--- src/hdl/soc_bus_pkg.sv ---
package soc_bus_pkg;

  //////////////////////////////
  // Widths with a meaning
  //////////////////////////////

  // Byte address on the bus
  typedef logic [31:0] addr_t;
  // One bus data word
  typedef logic [31:0] data_t;
  // Byte enables, all zero for a read
  typedef logic [3:0]  strb_t;
  // Word index into the main RAM
  typedef logic [15:0] ram_word_t;

  //////////////////////////////
  // Bus structs
  //////////////////////////////

  // Master to slave, held stable until ready
  typedef struct packed {
    logic  valid;
    strb_t wstrb;
    addr_t addr;
    data_t wdata;
  } bus_req_t;

  // Slave to master, rdata and err meaningful only with ready
  typedef struct packed {
    logic  ready;
    logic  err;
    data_t rdata;
  } bus_rsp_t;

  // Loader write into the RAM
  typedef struct packed {
    logic      en;
    ram_word_t word;
    data_t     data;
  } ram_wr_t;

  // Decoded target of a request
  typedef enum logic [1:0] {
    TGT_RAM,
    TGT_TIMER_LO,
    TGT_TIMER_HI,
    TGT_NONE
  } target_e;

  //////////////////////////////
  // Address map
  //////////////////////////////

  // RAM window, 1 MB
  localparam addr_t RAM_BASE      = 32'h4000_0000;
  localparam addr_t RAM_MASK      = 32'h000F_FFFF;
  // Timer halves
  localparam addr_t TIMER_LO_ADDR = 32'h3000_0000;
  localparam addr_t TIMER_HI_ADDR = 32'h3000_0004;

  // First byte of a load frame
  localparam logic [7:0] LOAD_SYNC = 8'h5A;

endpackage

--- src/hdl/cycle_timer.sv ---
`timescale 1ns/1ps

module cycle_timer import soc_bus_pkg::*; (
  input  logic     clk_i,
  input  logic     sys_rst_n_i,
  input  logic     sel_i,
  input  logic     hi_i,
  output bus_rsp_t rsp_o
);

  // Free-running count of clocks since release
  logic [63:0] count_q;

  //////////////////////////////
  // Counter
  //////////////////////////////

  always_ff @(posedge clk_i) begin
    if (!sys_rst_n_i) begin
      // Held at zero, also during a program load
      count_q <= '0;
    end else begin
      count_q <= count_q + 64'd1;
    end
  end

  //////////////////////////////
  // Bus response
  //////////////////////////////

  // Zero wait states, answer in the valid cycle
  always_comb begin
    rsp_o       = '0;
    rsp_o.ready = sel_i;
    if (sel_i) begin
      if (hi_i) begin
        rsp_o.rdata = count_q[63:32];
      end else begin
        rsp_o.rdata = count_q[31:0];
      end
    end
  end

endmodule

--- config.mk ---
export PLATFORM = sky130hd
export DESIGN_NAME = cycle_timer
export DESIGN_NICKNAME = d
export VERILOG_FILES = /design/src/hdl/soc_bus_pkg.sv /design/src/hdl/cycle_timer.sv
export SDC_FILE = /design/constraint.sdc
export NUM_CORES = 1
export LEC_CHECK = 0
export ABC_AREA = 1
export BUFFER_PORTS_ARGS = -buffer_cell sky130_fd_sc_hd__buf_2
export CAP_MARGIN = 20
export CORE_MARGIN = 4
export CORE_UTILIZATION = 55
export DETAILED_ROUTE_END_ITERATION = 8
export HOLD_SLACK_MARGIN = 0.05
export PLACE_DENSITY = 0.84
export SYNTH_ARGS = -nofsm -noshare
export SYNTH_HDL_FRONTEND = slang
export SYNTH_SLANG_ARGS = --single-unit
--- constraint.sdc ---
create_clock -name clk_i -period 1.95 [get_ports clk_i]
set_clock_uncertainty 0.15 [all_clocks]
set_input_delay 0.0975 -clock clk_i [delete_from_list [all_inputs] [get_ports clk_i]]
set_output_delay 0.0975 -clock clk_i [all_outputs]
set_load 0.02 [all_outputs]
==> results of run 1 <==
## path summary, 6_finish.rpt
check                   start     endpoint  depth (start not counted)
hold reg to reg    count_q[0]   count_q[0]                          1
setup reg to reg  count_q[21]  count_q[41]                          9
hold / removal     count_q[0]   count_q[0]                          1
setup / recovery  count_q[21]  count_q[41]                          9
## worst max-delay path: stages, from the launching register on
cell,delay [ns]
dfxtp_1,0.43
nand2_1,0.14
nor2_1,0.21
nand2_1,0.12
inv_1,0.07
nand2_1,0.04
nor2_1,0.31
nand3_1,0.14
nand2_1,0.09
nor2_1,0.05
## power breakdown
group	switching, W	internal, W
registers	0.00000709	0.00131
logic	0.000138	0.0000565
clock network	0.000544	0.000613
## Yosys cell counts, drive strengths merged, types with 5 or more instances
| cell | count |
|---|---|
| clkbuf | 14 |
| dfxtp | 64 |
| inv | 89 |
| nand2 | 196 |
| nand3 | 30 |
| o21a | 5 |
| nand4 | 18 |
| nor2 | 177 |
| o21ai | 57 |
| nor3 | 8 |
| a21oi | 62 |
## final cells by class
type | count | area, um^2
timing repair buffer | 50 | 288
clock inverter | 4 | 45.0
fill | 719 | 2580
sequential | 64 | 1280
multi-input combinational | 563 | 2580
inverter | 89 | 334
tap | 99 | 124
clock buffer | 11 | 141
## timing repair
action,in CTS,in global routing
buffers inserted,0,2
hold endpoints to repair,14,0
endpoints found under the setup margin,0,7
hold buffers,1,0
gates resized for setup,0,8
## through the flow
step	instance area (um^2)	util, %	power, W	instances
after floorplan	4250	-	0.00148	733
after global placement	4560	61.8	0.00154	861
after global routing	4790	65.0	0.00276	880
after detailed placement	4560	61.8	0.00154	861
after CTS	4750	64.5	0.00267	877
final	4790	65.0	0.00267	880
## layer usage
metal	part of all wire, %	wire length (um)
met5	0	0
met2	46	6710
met3	8.8	1290
met4	4.0	583
met1	41	6020
## cells by family after synthesis
kind of cell / share of synthesized area [%]
buffers and inverters: 9.66
AO/OA/AOI/OAI: 15.1
XOR/XNOR: 0.825
flip-flops: 30.2
other: 0.0883
adder cells (fa/ha/maj): 0.295
AND/OR/NAND/NOR: 43.9
==> results.ini, run 1 <==
[status]
outcome = finished clean

[placed_design]
dpl.hpwl_mm = 11.3
port_buffers = 36
place_congestion = 1.02
pre_cts_ws_ns = 0.113

[setup_path]
endpoint_kind = register
reg2reg_slack_ns = 0.12
crit_arrival_ns = 1.94
path_class = reg2reg
required_ns = 2.05
path_max_fanout = 5
critPathLaunchType = register

[grt]
grtUsageMet1_pct = 43.7
grt_max_degree = 40
met3_usage_pct = 5.47
overflow = 0
met2_usage_pct = 55.6
grt_pass1_wl_mm = 23.4
track_usage_pct = 33.8
grt_busiest_layer = met2
antenna_found_initial = 0
grt_pass1_vias = 4661

[pwr]
ir_worst_vdd_uv = 359
powerDensity_mw_per_mm2 = 557
leakage_nw = 1.88

[final_layout]
n_antenna_cell = 0
drive_gt1_share_pct = 13.2
registers.top_by_ff_count = count_q
top_regs = count_q: 64 flops
nNetsFinal = 782
largest_register_ffs = 64
final_common_cell = nand2_1
final_cell_mix = 185 x nand2_1, 157 x nor2_1, 89 x inv_1, 62 x a21oi_1, 61 x dfxtp_1
area_delta_synth_final_pct = 12.9

[floorplanning]
die_y_um = 95.9
coreArea_mm2 = 0.00737
rows = 31
dieArea_mm2 = 0.00919
io_pins = 38
initial_core_util_pct = 57.6
fp.dieW_um = 95.9

[synth]
yosys_most_used_dff = dfxtp_1
yosysTopAreaCell = dfxtp_1
yosysWarnings = 0
yosysUniqueCellTypes = 27
async_flop_share_pct = 0
synth_fp_nets = 738
synth_edf_count = 0
synth_top_area_share_pct = 30.2
synth_seq_area_share_pct = 30.2
synthCells = 733
synth.area.top_cells = dfxtp_1 30%, nand2_1 16%, nor2_1 14%
synth_seq_cells = 64
syn_avg_cell_area_um2 = 5.79
syn_area_mm2 = 0.00425

[worst_hold_path]
hold_class = reg2reg

[detailed_routing]
drc = 0
num_vias = 4950
wl_per_cell_um = 16.6
drtPass1Iterations = 7
wl_mm = 14.6
drtIter0Drc = 488
via_per_inst = 5.63
drtAntennaViolNets = 0

[clocking]
cts_made_buffers = 9
cts.sinks = 64
clockBufferDepth = 2
htree_num_levels = 3
cts_tree = built
clkTransAtPathRegs_ns = 0.08
cts-root-buf = clkbuf_8
clock_latency_ns = 0.35

[sta]
finalHoldViolations = 0
slew_violations = 0
tns_ns = 0
slew_headroom_pct = 63.5
timing.fmax_mhz = 546
setup_slack_ns = 0.119
setup_violations = 0
worst_slew_pin_slew_ns = 0.547
min_period_ns = 1.83
holdWs_ns = 0.334
rsz0062_at_grt = false
period_share_pct = 93.9

[flow_run]
max_cap_viol_count = 0

Power figures use the tool's default switching activity.
==> run 2, diff against run 1 <==
--- a/config.mk
+++ b/config.mk
@@ -6,5 +6,4 @@
 export NUM_CORES = 1
 export LEC_CHECK = 0
-export ABC_AREA = 1
 export BUFFER_PORTS_ARGS = -buffer_cell sky130_fd_sc_hd__buf_2
 export CAP_MARGIN = 20
==> constraint.sdc (replaced) <==
create_clock -name clk_i -period 1.95 [get_ports clk_i]
set_clock_uncertainty 0.15 [all_clocks]
set_input_delay 0.2925 -clock clk_i [delete_from_list [all_inputs] [get_ports clk_i]]
set_output_delay 0.2925 -clock clk_i [all_outputs]
set_load 0.02 [all_outputs]
==> results.ini, run 2 <==
[synth]
async_flop_share_pct = 0
synthCells = 444
synthTopCellsByCount = 64 x dfxtp_1, 39 x nor2_1, 35 x mux2i_1
synth.area.top_cells = dfxtp_1 36%, mux2i_1 9.8%, nor2b_1 5.6%
synth_fp_nets = 449
yosysTopAreaCell = dfxtp_1
synth_edf_count = 0
yosysMostFrequentCell = dfxtp_1
yosys_most_used_dff = dfxtp_1
synth_seq_cells = 64
syn_avg_cell_area_um2 = 8.08
yosysUniqueCellTypes = 35
syn_area_mm2 = 0.00359
synth_top_area_share_pct = 35.7
yosysWarnings = 0
synth_seq_area_share_pct = 35.7

[detailed_routing]
drtAntennaViolNets = 0
wl_per_cell_um = 20.9
wl_mm = 13.8
drtPass1Iterations = 6
num_vias = 4345
via_per_inst = 6.57
drtIter0Drc = 576
drc = 0

[grt]
grt_busiest_layer = met2
overflow = 0
track_usage_pct = 30.6
grt_pass1_wl_mm = 18.6
antenna_found_initial = 0
grtUsageMet1_pct = 37.8
grt_pass1_vias = 3918
grt_max_degree = 34
met3_usage_pct = 4.28
met2_usage_pct = 51.7

[final_layout]
drive_gt1_share_pct = 40.9
design_area_mm2 = 0.00522
final_common_cell = buf_4
nNetsFinal = 584
final_util_pct = 82.1
final_cell_mix = 100 x buf_4, 44 x dfxtp_1, 36 x nor2_1, 36 x buf_2, 35 x mux2i_1
top_regs = count_q: 64 flops
n_antenna_cell = 0
largest_register_ffs = 64
registers.top_by_ff_count = count_q
area_delta_synth_final_pct = 45.4

[clocking]
cts-root-buf = clkbuf_8
cts_made_buffers = 9
postCtsHoldBufs = 0
clockBufferDepth = 2
cts.sinks = 64
clkTransAtPathRegs_ns = 0.07
clock_latency_ns = 0.36
cts_tree = built
htree_num_levels = 3

[setup_path]
critPathLaunchType = register
crit_arrival_ns = 2.38
path_max_fanout = 7
cpMostUsedCell = nand4_1
path_class = reg2reg
crit_chain = ha_4, nand4_1, buf_4, nor3_2, nand4_1, nor4_2, mux2i_1
worst_path_dominant_cell_family = simple AND/OR/NAND/NOR gates
cp_slowest_cell = nor4_2
path_buf_inv = 1
cpPeakStageDelay_ns = 0.40
required_ns = 2.07
endpoint_kind = register

[floorplanning]
initial_core_util_pct = 56.5
die_y_um = 88.8
coreArea_mm2 = 0.00635
io_pins = 38
rows = 29
fp.dieW_um = 88.8
dieArea_mm2 = 0.00788

[sta]
setup_slack_ns = -0.313
rsz0062_at_grt = true
setup_violations = 34
timing.fmax_mhz = 442
min_period_ns = 2.26
worst_slew_pin_slew_ns = 0.514
slew_violations = 0
period_share_pct = 116
finalHoldViolations = 0
slew_headroom_pct = 65.7

[placed_design]
pre_cts_ws_ns = -0.268
port_buffers = 36
dpl_cell_area_mm2 = 0.00443
dpl.hpwl_mm = 7.51
place_congestion = 0.933

[worst_hold_path]
hold_class = in2reg

[status]
outcome = finished with violations
violations = setup timing

[pwr]
leakage_nw = 2.18
powerDensity_mw_per_mm2 = 474
ir_worst_vdd_uv = 434

[flow_run]
max_cap_viol_count = 0

==> run 2: changes by cell type after synthesis, moves of 29 or more <==
cell and delta:
a21oi_1 -31, inv_1 -83, mux2i_1 +35, nand2_1 -162, nor2_1 -121, nor2b_1 +31, or3_1 +29
==> run 2: stage by stage <==
step / total power, W / cells / hold slack, ns / setup TNS [ns]
floorplan: 0.00143 / 444 / 0.291 / -0.0556
global placement: 0.00145 / 619 / 0.305 / -1.21
detailed placement: 0.00145 / 619 / 0.332 / -4.66
CTS: 0.00243 / 651 / 0.135 / -0.608
global route: 0.00251 / 661 / 0.159 / -8.27
finish: 0.00247 / 661 / 0.150 / -4.98
==> run 2: where the power goes <==
group          total [W]  switching, W  internal, W
combinational   0.000121     0.0000730    0.0000478
clock            0.00103      0.000544     0.000488
sequential       0.00132    0.00000716      0.00131
==> run 2: logic make-up (layout without fill, tap and decap cells) <==
family	count (synthesis)	in the layout	synth area share, %
flip-flops	64	64	35.7
AND/OR/NAND/NOR	222	222	34.7
adder cells (fa/ha/maj)	1	1	0.349
multiplexers	35	35	9.77
buffers and inverters	31	171	3.59
XOR/XNOR	28	28	6.84
AO/OA/AOI/OAI	62	62	8.96
other	1	1	0.105
==> run 2: worst paths after layout <==
kind                                   from     endpoint  slack [ns]  depth (start not counted)
worst max-delay path             count_q[0]  count_q[42]       -0.31                          7
worst min register to register  count_q[63]  count_q[63]        0.34                          2
worst max register to register   count_q[0]  count_q[42]       -0.31                          7
worst min-delay path            sys_rst_n_i   count_q[1]        0.15                          2
==> run 2: layer usage <==
metal	wire length, um	vias up
met5	0	-
met4	863	0
met3	1410	120
met2	6490	360
met1	5030	2011
li1	-	1854
==> run 2: what timing repair did <==
action                     in CTS  in global routing
gates resized for setup        37                 68
setup endpoints to repair      41                 46
cloned                          1                  0
pin swaps                      24                 30
setup buffers                  15                 11
==> run 2: layout make-up <==
type / count / area (um^2)
multi-input cells: 349 / 2530
fillers: 342 / 1130
clock inverters: 4 / 20.0
well taps: 77 / 96.3
flip-flops and latches: 64 / 1310
repair buffers: 148 / 1080
clock buffers: 12 / 145
inverters: 7 / 26.3
==> run 2: worst register-to-register path: cells and delay by family (launching register included) <==
family,cells,cell delay [ns]
adder cells (fa/ha/maj),1,0.13
buffers and inverters,1,0.19
flip-flops,1,0.38
multiplexers,1,0.25
AND/OR/NAND/NOR,4,1.09
==> run 3, diff against run 2 <==
REMOVE_ABC_BUFFERS = 1   (was not set)
SKIP_LAST_GASP = 1   (was not set)
==> results.ini, run 3 (same netlist as run 2, synthesis figures left out) <==
[status]
outcome = finished with violations
violations = setup timing

[final_layout]
final_cell_mix = 100 x buf_4, 41 x dfxtp_1, 39 x nor2_1, 36 x buf_2, 35 x mux2i_1
final_common_cell = buf_4
n_antenna_cell = 0
top_regs = count_q: 64 flops
drive_gt1_share_pct = 39.5
registers.top_by_ff_count = count_q
largest_register_ffs = 64
design_area_mm2 = 0.00517
nNetsFinal = 582
area_delta_synth_final_pct = 44.1

[placed_design]
place_congestion = 0.966
pre_cts_ws_ns = -0.284
port_buffers = 36
dpl.hpwl_mm = 7.33
dpl_cell_area_mm2 = 0.00443

[grt]
track_usage_pct = 32.3
antenna_found_initial = 0
overflow = 0
grt_pass1_vias = 4109
grt_pass1_wl_mm = 19.7
grt_max_degree = 40

[clocking]
postCtsHoldBufs = 0
cts.sinks = 64
clkTransAtPathRegs_ns = 0.08
clockBufferDepth = 2
cts_tree = built
cts-root-buf = clkbuf_8
htree_num_levels = 3
clock_latency_ns = 0.36
cts_made_buffers = 9

[pwr]
powerDensity_mw_per_mm2 = 529
ir_worst_vdd_uv = 454
leakage_nw = 2.08

[floorplanning]
io_pins = 38
fp.dieW_um = 88.8
coreArea_mm2 = 0.00635
dieArea_mm2 = 0.00788
die_y_um = 88.8
initial_core_util_pct = 56.5
rows = 29

[detailed_routing]
drc = 0
wl_mm = 14.0
drtAntennaViolNets = 0
num_vias = 4404
drtIter0Drc = 676
via_per_inst = 6.68
wl_per_cell_um = 21.3
drtPass1Iterations = 8

[setup_path]
cpMostUsedCell = nand4_1
crit_arrival_ns = 2.41
crit_chain = ha_4, nand4_1, buf_6, nor3_4, nand4_1, nor4_2, buf_4, mux2i_1
endpoint_kind = register
cp_slowest_cell = dfxtp_4
path_max_fanout = 3
critPathLaunchType = register
cpPeakStageDelay_ns = 0.38
required_ns = 2.09
path_class = reg2reg

[sta]
min_period_ns = 2.28
timing.fmax_mhz = 439
finalHoldViolations = 0
setup_slack_ns = -0.327
holdWs_ns = 0.151
tns_ns = -6.28
slew_violations = 0
period_share_pct = 117
setup_violations = 40
rsz0062_at_grt = true

[flow_run]
max_cap_viol_count = 0

[worst_hold_path]
hold_class = in2reg

[run 3: cell types whose count changed in the layout (fill, tap and decap cells not counted), sizes merged]
cell / delta
bufinv: +2
clkbuf: +1
buf: -3
clkdlybuf4s15: +1
clkinv: -3
[run 3: worst paths after layout]
check        slack (ns)          end  cells past startpoint        start
max               -0.33  count_q[42]                      8   count_q[1]
min                0.15   count_q[1]                      2  sys_rst_n_i
max reg2reg       -0.33  count_q[42]                      8   count_q[1]
min reg2reg        0.36  count_q[45]                      2  count_q[45]
[run 3: where the power goes]
part | switching [W] | internal, W
clock network | 0.000543 | 0.000755
registers | 0.00000795 | 0.00131
logic | 0.0000736 | 0.0000489
[run 3: worst max-delay path: cells and delay by family (launching register included)]
kind | cells | cell delay [ns]
buffers and inverters | 2 | 0.41
adders and majority gates | 1 | 0.13
and+or+nand+nor | 4 | 0.92
muxes | 1 | 0.20
DFF | 1 | 0.38
[run 3: timing repair]
item                                    in CTS  in global routing
pin swaps                                   50                 26
cloned                                       1                  1
buffers inserted                            13                  9
endpoints found under the setup margin      38                 45
resized for setup                           52                 42
[run 3: final cells by class]
type / count / area (um^2)
Timing Repair Buffer: 146 / 1060
Tap cell: 77 / 96.3
Sequential cell: 64 / 1330
Inverter: 7 / 26.3
Fill cell: 331 / 1180
Clock buffer: 13 / 149
Multi-Input combinational cell: 349 / 2440
Clock inverter: 3 / 65.1
[run 3: per-stage QoR]
| step | power [W] | utilization [%] | instances |
|---|---|---|---|
| after floorplan | 0.00140 | - | 420 |
| final | 0.00273 | 81.4 | 659 |
| after global placement | 0.00145 | 69.8 | 621 |
| after detailed placement | 0.00146 | 69.8 | 621 |
| after CTS | 0.00271 | 77.8 | 651 |
| after global routing | 0.00280 | 81.4 | 659 |
[run 3: routing by layer]
layer | vias up | track usage (%) | wire [um]
li1 | 1855 | - | -
met1 | 2024 | 36.6 | 5040
met2 | 393 | 54.8 | 6500
met3 | 132 | 7.26 | 1460
met4 | 0 | 20.1 | 1050
met5 | - | 0 | 0
