### config.mk
export PLATFORM = sky130hd
export DESIGN_NAME = bus_decoder
export DESIGN_NICKNAME = d
export VERILOG_FILES = /design/src/hdl/soc_bus_pkg.sv /design/src/hdl/bus_decoder.sv
export SDC_FILE = /design/constraint.sdc
export NUM_CORES = 1
export LEC_CHECK = 0
export ABC_AREA = 0
export BUFFER_PORTS_ARGS = -buffer_cell sky130_fd_sc_hd__buf_2
export CAP_MARGIN = 0
export CELL_PAD_IN_SITES_DETAIL_PLACEMENT = 1
export CELL_PAD_IN_SITES_GLOBAL_PLACEMENT = 1
export CORE_MARGIN = 2
export CORE_UTILIZATION = 10
export CTS_BUF_LIST = sky130_fd_sc_hd__clkbuf_8
export CTS_CLUSTER_SIZE = 10
export DETAILED_ROUTE_END_ITERATION = 10
export PLACE_DENSITY_LB_ADDON = 0.25
export REMOVE_ABC_BUFFERS = 1
export SLEW_MARGIN = 20
export SYNTH_ARGS = -nofsm -noshare
export SYNTH_HDL_FRONTEND = slang
export SYNTH_SLANG_ARGS = --single-unit
export TNS_END_PERCENT = 1
### constraint.sdc
create_clock -name clk_i -period 1.77 [get_ports clk_i]
set_input_delay 0.0885 -clock clk_i [delete_from_list [all_inputs] [get_ports clk_i]]
set_output_delay 0.0885 -clock clk_i [all_outputs]
set_load 0.01 [all_outputs]
### src/hdl/soc_bus_pkg.sv
package soc_bus_pkg;

  //////////////////////////////
  // Widths with a meaning
  //////////////////////////////

  // Byte address on the bus
  typedef logic [31:0] addr_t;
  // One bus data word
  typedef logic [31:0] data_t;
  // Byte enables, all zero for a read
  typedef logic [3:0]  strb_t;
  // Word index into the main RAM
  typedef logic [15:0] ram_word_t;

  //////////////////////////////
  // Bus structs
  //////////////////////////////

  // Master to slave, held stable until ready
  typedef struct packed {
    logic  valid;
    strb_t wstrb;
    addr_t addr;
    data_t wdata;
  } bus_req_t;

  // Slave to master, rdata and err meaningful only with ready
  typedef struct packed {
    logic  ready;
    logic  err;
    data_t rdata;
  } bus_rsp_t;

  // Loader write into the RAM
  typedef struct packed {
    logic      en;
    ram_word_t word;
    data_t     data;
  } ram_wr_t;

  // Decoded target of a request
  typedef enum logic [1:0] {
    TGT_RAM,
    TGT_TIMER_LO,
    TGT_TIMER_HI,
    TGT_NONE
  } target_e;

  //////////////////////////////
  // Address map
  //////////////////////////////

  // RAM window, 1 MB
  localparam addr_t RAM_BASE      = 32'h4000_0000;
  localparam addr_t RAM_MASK      = 32'h000F_FFFF;
  // Timer halves
  localparam addr_t TIMER_LO_ADDR = 32'h3000_0000;
  localparam addr_t TIMER_HI_ADDR = 32'h3000_0004;

  // First byte of a load frame
  localparam logic [7:0] LOAD_SYNC = 8'h5A;

endpackage

### src/hdl/bus_decoder.sv
`timescale 1ns/1ps

module bus_decoder import soc_bus_pkg::*; (
  input  logic     clk_i,
  input  logic     rst_n,
  input  bus_req_t bus_req_i,
  output logic     ram_sel_o,
  output logic     timer_sel_o,
  output logic     timer_hi_o,
  input  bus_rsp_t ram_rsp_i,
  input  bus_rsp_t timer_rsp_i,
  output bus_rsp_t bus_rsp_o
);

  target_e tgt;
  // Pending error response for an unmapped address
  logic    err_q;

  //////////////////////////////
  // Address classification
  //////////////////////////////

  always_comb begin
    // RAM window first, then the two exact timer addresses
    if ((bus_req_i.addr & ~RAM_MASK) == RAM_BASE) begin
      tgt = TGT_RAM;
    end else if (bus_req_i.addr == TIMER_LO_ADDR) begin
      tgt = TGT_TIMER_LO;
    end else if (bus_req_i.addr == TIMER_HI_ADDR) begin
      tgt = TGT_TIMER_HI;
    end else begin
      tgt = TGT_NONE;
    end
  end

  // Selects follow valid, targets see the shared request
  assign ram_sel_o   = bus_req_i.valid && (tgt == TGT_RAM);
  assign timer_sel_o = bus_req_i.valid && (tgt == TGT_TIMER_LO || tgt == TGT_TIMER_HI);
  assign timer_hi_o  = (tgt == TGT_TIMER_HI);

  //////////////////////////////
  // Error responder
  //////////////////////////////

  // One cycle after valid, single pulse
  always_ff @(posedge clk_i) begin
    if (!rst_n) begin
      err_q <= 1'b0;
    end else begin
      // Cleared on the ready cycle so a back-to-back request restarts
      err_q <= bus_req_i.valid && (tgt == TGT_NONE) && !err_q;
    end
  end

  //////////////////////////////
  // Response merge
  //////////////////////////////

  always_comb begin
    bus_rsp_o = '0;
    unique case (tgt)
      TGT_RAM: bus_rsp_o = ram_rsp_i;
      TGT_TIMER_LO,
      TGT_TIMER_HI: bus_rsp_o = timer_rsp_i;
      default: begin
        // Unmapped, rdata stays zero
        bus_rsp_o.ready = err_q;
        bus_rsp_o.err   = err_q;
      end
    endcase
  end

endmodule

==> results_dict.tcl, run 1 <==
set metrics [dict create \
    seq_area_frac_synth_pct 2.95 \
    status "finished, violations left" \
    grt_pass1_vias 1422 \
    yosysWarnings 0 \
    postSynthAreaPerCell_um2 6.29 \
    syn_area_um2 679 \
    seqCellArea_um2 20.0 \
    row_count 30 \
    reg.largest.list "err_q (1)" \
    drt-total-wl_um 4030 \
    vias 1426 \
    die-area_um2 7470 \
    slowest_stage "o31a_1" \
    drt_iter0_markers 17 \
    num_antenna_cells 0 \
    fmax_ghz 0.519 \
    dp_cells 330 \
    instances_no_fill 330 \
    async_flop_share_pct 0 \
    slew_headroom_pct 83.4 \
    postCtsSetupBuffers 0 \
    path_common_cell "buf_2" \
    critPathRequiredTime_ns 1.68 \
    initial_core_util_pct 10.2 \
    setup_viol 34 \
    grt_pass1_wl_um 6180 \
    grt_max_degree 20 \
    synth_cell_types 21 \
    hold_path_class "in2reg" \
    area_growth_pct 155 \
    final_nets 395 \
    setup_slack_ns -0.157 \
    critPathArrivalTime_ns 1.84 \
    regMostFlops "err_q" \
    clk_pin_slew_worst_paths_ns 0 \
    final_util_pct 25.9 \
    largest_reg_flops 1 \
    ant_nets 0 \
    end_kind "output pin" \
    port_buffers 139 \
    drv_cap 0 \
    wl_per_cell_um 12.2 \
    firstDrtPassIters 2 \
    powerDensity_nw_per_um2 100 \
    synth-edff-count 0 \
    gr-usage-all-layers_pct 9.62 \
    fin_crit_sh_pct 109 \
    gr-total-overflow 0 \
    synthCells 108 \
    p_leak_uw 0.000815 \
    drc 0 \
    synthFlopType "dfxtp_1" \
    boundaryPins 176 \
    fillers 848 \
    drive_gt1_share_pct 66.8 \
    dieWidth_um 86.4 \
    vias_per_cell 4.32 \
    path_max_fanout 19 \
    multi_input_area_um2 726 \
    hold_depth 2 \
    violations "setup timing" \
    finalClockSkew_ns 0 \
    grt_antenna_before_repair 0 \
    slew_violations 0 \
    fin_crit_ns 1.93 \
    crit_type "in2out" \
    core_um2 6680 \
    slowest_delay_ns 0.38 \
    cp-start-kind "input port" \
    rsz0062_at_grt "true" \
    dp.final_hpwl_um 3300 \
    clkLatencyLatePin_ns 0 \
    post-place-ws_ns -0.385 \
    gp_congestion 0.675 \
    finalHoldViolations 0 \
    die_h_um 86.4 \
    worst_slew_pin_slew_ns 0.247 \
    worst_ir_drop_vdd_mv 0.0721 \
    reg2regPathDepth 1 \
    ys_seq_elements 1 \
    path_cells "buf_2 > nor4_4 > nand4_1 > o31a_1 > ha_4 > buf_12 > a22oi_1 > nor2_1 > buf_2" \
]
-- cells in the final DEF, fill, tap and decap left out, drive strengths merged --
master  Yosys  routed
ha          4       4
and2        2       2
nand4       2       2
and4b       1       1
nor4bb      1       1
nor2       36      36
nor4        5       5
buf         4     154
o31a        2       2
nor3b       1       1
nand3       2       2
dfxtp       1       1
o31ai       2       2
a221oi      2       2
nor3        1       1
a22oi      32      32
nor2b       1       1
nand4b      1       1
-- report_power, final --
part / switching (uW) / leakage, uW / internal, uW
Combinational: 53.5 / 0.000807 / 95.1
Sequential: 0.616 / 0.00000829 / 24.3
Clock: 0 / 0 / 0
-- cell usage after synthesis, types with 2 or more instances --
library cell	instances	area [um^2]
nor2_1	36	135
nor4_1	4	25.0
buf_2	4	20.0
ha_1	4	50.1
nand4_1	2	12.5
a22oi_1	32	240
o31a_1	2	17.5
o31ai_1	2	15.0
a221oi_1	2	17.5
clkbuf_1	8	30.0
and2_1	2	12.5
-- final cells by class --
| cell class | count | area share (%) |
|---|---|---|
| Sequential cell | 1 | 1.16 |
| Multi-Input combinational cell | 95 | 41.9 |
| Timing Repair Buffer | 154 | 51.1 |
| Tap cell | 80 | 5.78 |
-- logic make-up (layout without fill, tap and decap cells) --
group / after synthesis / in the layout / synth area share [%]
flip-flops: 1 / 1 / 2.95
AO/OA/AOI/OAI: 38 / 38 / 42.7
AND/OR/NAND/NOR: 53 / 53 / 39.6
buffers and inverters: 12 / 154 / 7.37
adder cells (fa/ha/maj): 4 / 4 / 7.37
-- worst paths after layout --
check                start            end  slack (ns)
max reg2reg          err_q          err_q        1.16
max          bus_req_i[42]  bus_rsp_o[24]       -0.16
min reg2reg          err_q          err_q        0.55
min                  rst_n          err_q        0.37
-- stage by stage --
stage	instance area, um^2	total power, uW	TNS, ns	hold WS, ns
global placement	1560	156	-10.72	0.377
finish	1730	173	-4.48	0.374
floorplan	629	38.7	-10.85	0.273
CTS	1680	171	-5.24	0.380
detailed placement	1560	158	-11.98	0.374
global route	1730	189	-8.65	0.404
-- critical path, delay by kind of cell --
family	cells	cell delay (ns)
buffers and inverters	3	0.41
AO/OA/AOI/OAI	2	0.56
adder cells (fa/ha/maj)	1	0.29
AND/OR/NAND/NOR	3	0.48
-- timing repair --
action / CTS / global route
pin swaps: 7 / 5
resized for setup: 21 / 8
hold buffers: 0 / 0
setup endpoints to repair: 36 / 36
-- metal layers --
layer  track usage, %  share of wire (%)
met1             10.6                 39
met2             19.7                 49
met3             2.00                 12
met4                0                  0
met5                0                  0
(Power assumes the default switching activity.)
==> run 2: changes to the inputs <==
--- a/config.mk
+++ b/config.mk
@@ -15,8 +15,8 @@
 export CTS_BUF_LIST = sky130_fd_sc_hd__clkbuf_8
 export CTS_CLUSTER_SIZE = 10
 export DETAILED_ROUTE_END_ITERATION = 10
+export MAX_ROUTING_LAYER = met4
 export PLACE_DENSITY_LB_ADDON = 0.25
-export REMOVE_ABC_BUFFERS = 1
 export SLEW_MARGIN = 20
 export SYNTH_ARGS = -nofsm -noshare
 export SYNTH_HDL_FRONTEND = slang
==> results_dict.tcl, run 2 (synthesis gave the netlist of run 1 again) <==
set metrics [dict create \
    status "finished, violations left" \
    violations "setup timing" \
    hold_path_class "in2reg" \
    port_buffers 139 \
    initial_core_util_pct 10.2 \
    firstDrtPassIters 4 \
    path_max_fanout 7 \
    syn_nets 251 \
    die-area_um2 7470 \
    num_antenna_cells 0 \
    clkLatencyLatePin_ns 0 \
    crit_type "in2out" \
    wl_per_cell_um 13.9 \
    core_um2 6680 \
    worst_slew_pin_slew_ns 0.282 \
    fin_crit_ns 2.00 \
    drt-total-wl_um 4680 \
    drc 0 \
    vias 1452 \
    finalClockSkew_ns 0 \
    largest_reg_flops 1 \
    dpl_cell_area_um2 1570 \
    die_h_um 86.4 \
    p_leak_uw 0.000875 \
    rsz0062_at_grt "true" \
    vias_per_cell 4.32 \
    worst_ir_drop_vdd_mv 0.0556 \
    critPathRequiredTime_ns 1.68 \
    gr-usage-all-layers_pct 10.0 \
    critPathArrivalTime_ns 1.91 \
    slew_headroom_pct 81.2 \
    dp.final_hpwl_um 3310 \
    gr-total-overflow 0 \
    row_count 30 \
    cp-start-kind "input port" \
    fillers 855 \
    powerDensity_nw_per_um2 97.0 \
    final_common_cell "buf_2" \
    grt_pass1_vias 1404 \
    area_growth_pct 177 \
    end_kind "output pin" \
    final_nets 401 \
    fmax_ghz 0.500 \
    gp_congestion 0.620 \
    fin_crit_sh_pct 113 \
    boundaryPins 176 \
    finalHoldViolations 0 \
    dieWidth_um 86.4 \
    grt_max_degree 29 \
    post-place-ws_ns -0.321 \
    ant_nets 0 \
    drive_gt1_share_pct 70.3 \
    regMostFlops "err_q" \
    setup_viol 36 \
    grt_antenna_before_repair 0 \
    reg.largest.list "err_q (1)" \
    slew_violations 0 \
    clk_pin_slew_worst_paths_ns 0 \
    grt_pass1_wl_um 6260 \
    layout_common_cells "buf_2, nor2_1, a22oi_1, buf_4, buf_6" \
    reg2regPathDepth 1 \
    drt_iter0_markers 17 \
    hold_depth 2 \
    stdcell_area_um2 1880 \
    drv_cap 0 \
    setup_slack_ns -0.229 \
    hold_slack_ns 0.377 \
]
## run 2: layer usage
metal | global-route usage (%) | up-vias | part of all wire [%]
met4 | 0 | 0 | 0
met5 | - | - | 0
met2 | 19.2 | 70 | 53
met1 | 12.1 | 666 | 40
li1 | - | 716 | -
met3 | 0.952 | 0 | 7.3
## run 2: what timing repair did
| action | CTS | global route |
|---|---|---|
| hold buffers | 0 | 0 |
| hold endpoints to repair | 0 | 0 |
| pin swaps | 4 | 16 |
| buffers inserted | 1 | 3 |
| setup endpoints to repair | 36 | 37 |
| cloned | 0 | 4 |
| resized for setup | 12 | 20 |
## run 2: final cells by class
type                            count  area [um^2]  area share, %
Timing Repair Buffer              160          983           52.2
Sequential cell                     1         20.0           1.06
Tap cell                           80          100           5.31
Multi-Input combinational cell     95          781           41.4
## run 2: per-stage QoR
stage                     util [%]  total power, uW  setup TNS, ns  cells
after global routing          28.2              199         -10.95    336
after floorplan                  -             39.3         -0.681    108
final                         28.2              183          -5.60    336
after global placement        23.5              157          -9.49    328
after detailed placement      23.5              160         -10.85    328
after CTS                     24.7              167          -5.04    329
## run 2: path summary, 6_finish.rpt
path	from	end	slack (ns)
worst min-delay path	rst_n	err_q	0.38
worst max register to register	err_q	err_q	1.15
worst max-delay path	bus_req_i[39]	bus_rsp_o[13]	-0.23
worst min register to register	err_q	err_q	0.56
## run 2: worst max-delay path, cell delays in order
cell       delay (ns)
buf_6            0.10
nor4_4           0.29
nand4b_1         0.17
o31a_1           0.36
ha_4             0.37
clkbuf_16        0.18
a22oi_2          0.08
nor2_1           0.12
buf_2            0.14
## run 2: report_power, final
group / switching (uW) / leakage [uW] / internal [uW]
Combinational: 57.1 / 0.000866 / 101
Clock: 0 / 0 / 0
Sequential: 0.677 / 0.00000829 / 24.3
==> run 3: changes to the inputs <==
--- a/config.mk
+++ b/config.mk
@@ -6,15 +6,15 @@
 export NUM_CORES = 1
 export LEC_CHECK = 0
 export ABC_AREA = 0
-export BUFFER_PORTS_ARGS = -buffer_cell sky130_fd_sc_hd__buf_2
 export CAP_MARGIN = 0
 export CELL_PAD_IN_SITES_DETAIL_PLACEMENT = 1
 export CELL_PAD_IN_SITES_GLOBAL_PLACEMENT = 1
-export CORE_MARGIN = 2
-export CORE_UTILIZATION = 10
-export CTS_BUF_LIST = sky130_fd_sc_hd__clkbuf_8
+export CORE_AREA = 2 2 68 70
+export CTS_BUF_LIST = sky130_fd_sc_hd__clkbuf_4
 export CTS_CLUSTER_SIZE = 10
 export DETAILED_ROUTE_END_ITERATION = 10
+export DIE_AREA = 0 0 70 72
+export DONT_BUFFER_PORTS = 1
 export MAX_ROUTING_LAYER = met4
 export PLACE_DENSITY_LB_ADDON = 0.25
 export SLEW_MARGIN = 20
==> results_dict.tcl, run 3 (synthesis gave the netlist of run 1 again) <==
set metrics [dict create \
    hold_path_class "in2reg" \
    core_um2 4260 \
    gr-total-overflow 0 \
    boundaryPins 176 \
    cp-start-kind "input port" \
    gp_congestion 0.673 \
    status "finished, violations left" \
    drive_gt1_share_pct 51.3 \
    dp.final_hpwl_um 2610 \
    clkLatencyLatePin_ns 0 \
    powerDensity_nw_per_um2 41.0 \
    die_h_um 72 \
    port_buffers 0 \
    crit_type "in2out" \
    dieWidth_um 70 \
    largest_reg_flops 1 \
    fillers 508 \
    final_common_cell "a22oi_1" \
    violations "setup timing" \
    firstDrtPassIters 4 \
    clk_pin_slew_worst_paths_ns 0 \
    slew_violations 0 \
    setup_slack_ns -0.0226 \
    use_met3_pct 1.25 \
    slowest_delay_ns 0.37 \
    vias 964 \
    gr-usage-all-layers_pct 10.9 \
    finalHoldViolations 0 \
    holdBufCountCts 0 \
    fin_setup_tns_ns -0.0537 \
    vias_per_cell 5.84 \
    globalRouteMet1Util_pct 11.6 \
    layout_common_cells "a22oi_1, nor2_2, nor2_1, buf_4, nor4_4" \
    globalRouteMet2Util_pct 22.8 \
    slew_headroom_pct 83.1 \
    grt_pass1_wl_um 4520 \
    rsz0062_at_grt "true" \
    area_growth_pct 62.1 \
    wl_per_cell_um 20.9 \
    worst_slew_pin_slew_ns 0.253 \
    die-area_um2 5040 \
    setup_viol 4 \
    finalClockSkew_ns 0 \
    initial_core_util_pct 15.9 \
    final_util_pct 25.8 \
    drt_iter0_markers 14 \
    drt-total-wl_um 3450 \
    row_count 24 \
    end_kind "output pin" \
    grt_antenna_before_repair 0 \
    worst_ir_drop_vdd_mv 0.0472 \
    grt_pass1_vias 919 \
    slowest_stage "o31a_1" \
    grt_busiest_layer "met2" \
    critPathArrivalTime_ns 1.70 \
    regMostFlops "err_q" \
    fin_crit_sh_pct 101 \
    reg.largest.list "err_q (1)" \
    path_max_fanout 14 \
    path_cells "nor4_4 > nand3_2 > o31a_1 > ha_4 > clkbuf_16 > a221oi_2 > nor2_1" \
    critPathRequiredTime_ns 1.68 \
    fin_crit_ns 1.79 \
    ant_nets 0 \
    drv_cap 0 \
    grt_max_degree 29 \
    drc 0 \
    p_leak_uw 0.000230 \
    final_nets 258 \
    fmax_ghz 0.558 \
    syn_nets 251 \
    num_antenna_cells 0 \
]
run 3: changes by cell type in the layout (fill, tap and decap cells not counted), moves of 4 or more:
cell,delta
a22oi_1,+4
a22oi_2,-4
buf_2,-135
buf_6,-7
nor2_1,-24
nor2_2,+24
run 3: power breakdown:
group | switching, uW | internal, uW | leakage [uW]
Clock | 0 | 0 | 0
Sequential | 0.951 | 24.3 | 0.00000829
Combinational | 7.25 | 12.7 | 0.000221
run 3: worst max-delay path, delay by kind of cell:
kind | cells | cell delay, ns
fa+ha+maj | 1 | 0.29
compound gates | 2 | 0.60
buf+inv | 1 | 0.18
simple gates | 3 | 0.54
run 3: final cells by class:
type	instances	area (um^2)	share of cell area, %
Timing Repair Buffer	17	204	18.5
Sequential cell	1	20.0	1.82
Tap cell	52	65.1	5.91
Multi-Input combinational cell	95	812	73.7
run 3: worst paths after layout:
path,from,endpoint,slack (ns),cells past startpoint
setup / recovery,bus_req_i[56],bus_rsp_o[32],-0.02,7
hold / removal,bus_req_i[68],err_q,0.28,1
setup reg to reg,err_q,err_q,1.13,1
hold reg to reg,err_q,err_q,0.57,1
run 3: metal layers:
layer	vias up	part of all wire [%]
met2	82	57
met3	0	8.1
met5	-	0
li1	428	-
met1	454	35
met4	0	0
run 3: timing repair:
action                                  in CTS  in global routing
setup buffers                                2                  0
gates cloned                                 0                  2
gates resized for setup                     22                 22
endpoints found under the setup margin      35                 35
pin swaps                                    6                  8
run 3: metrics by stage:
| stage | setup slack (ns) | power, uW | std cells | cell area (um^2) | hold WS (ns) |
|---|---|---|---|---|---|
| final | -0.0226 | 45.2 | 165 | 1100 | 0.284 |
| after global routing | -0.119 | 47.0 | 165 | 1100 | 0.287 |
| after CTS | -0.0389 | 45.2 | 163 | 976 | 0.287 |
| after detailed placement | -0.211 | 41.7 | 161 | 842 | 0.282 |
| after global placement | -0.134 | 41.3 | 161 | 842 | 0.278 |
| after floorplan | -0.0338 | 39.3 | 108 | 702 | 0.273 |
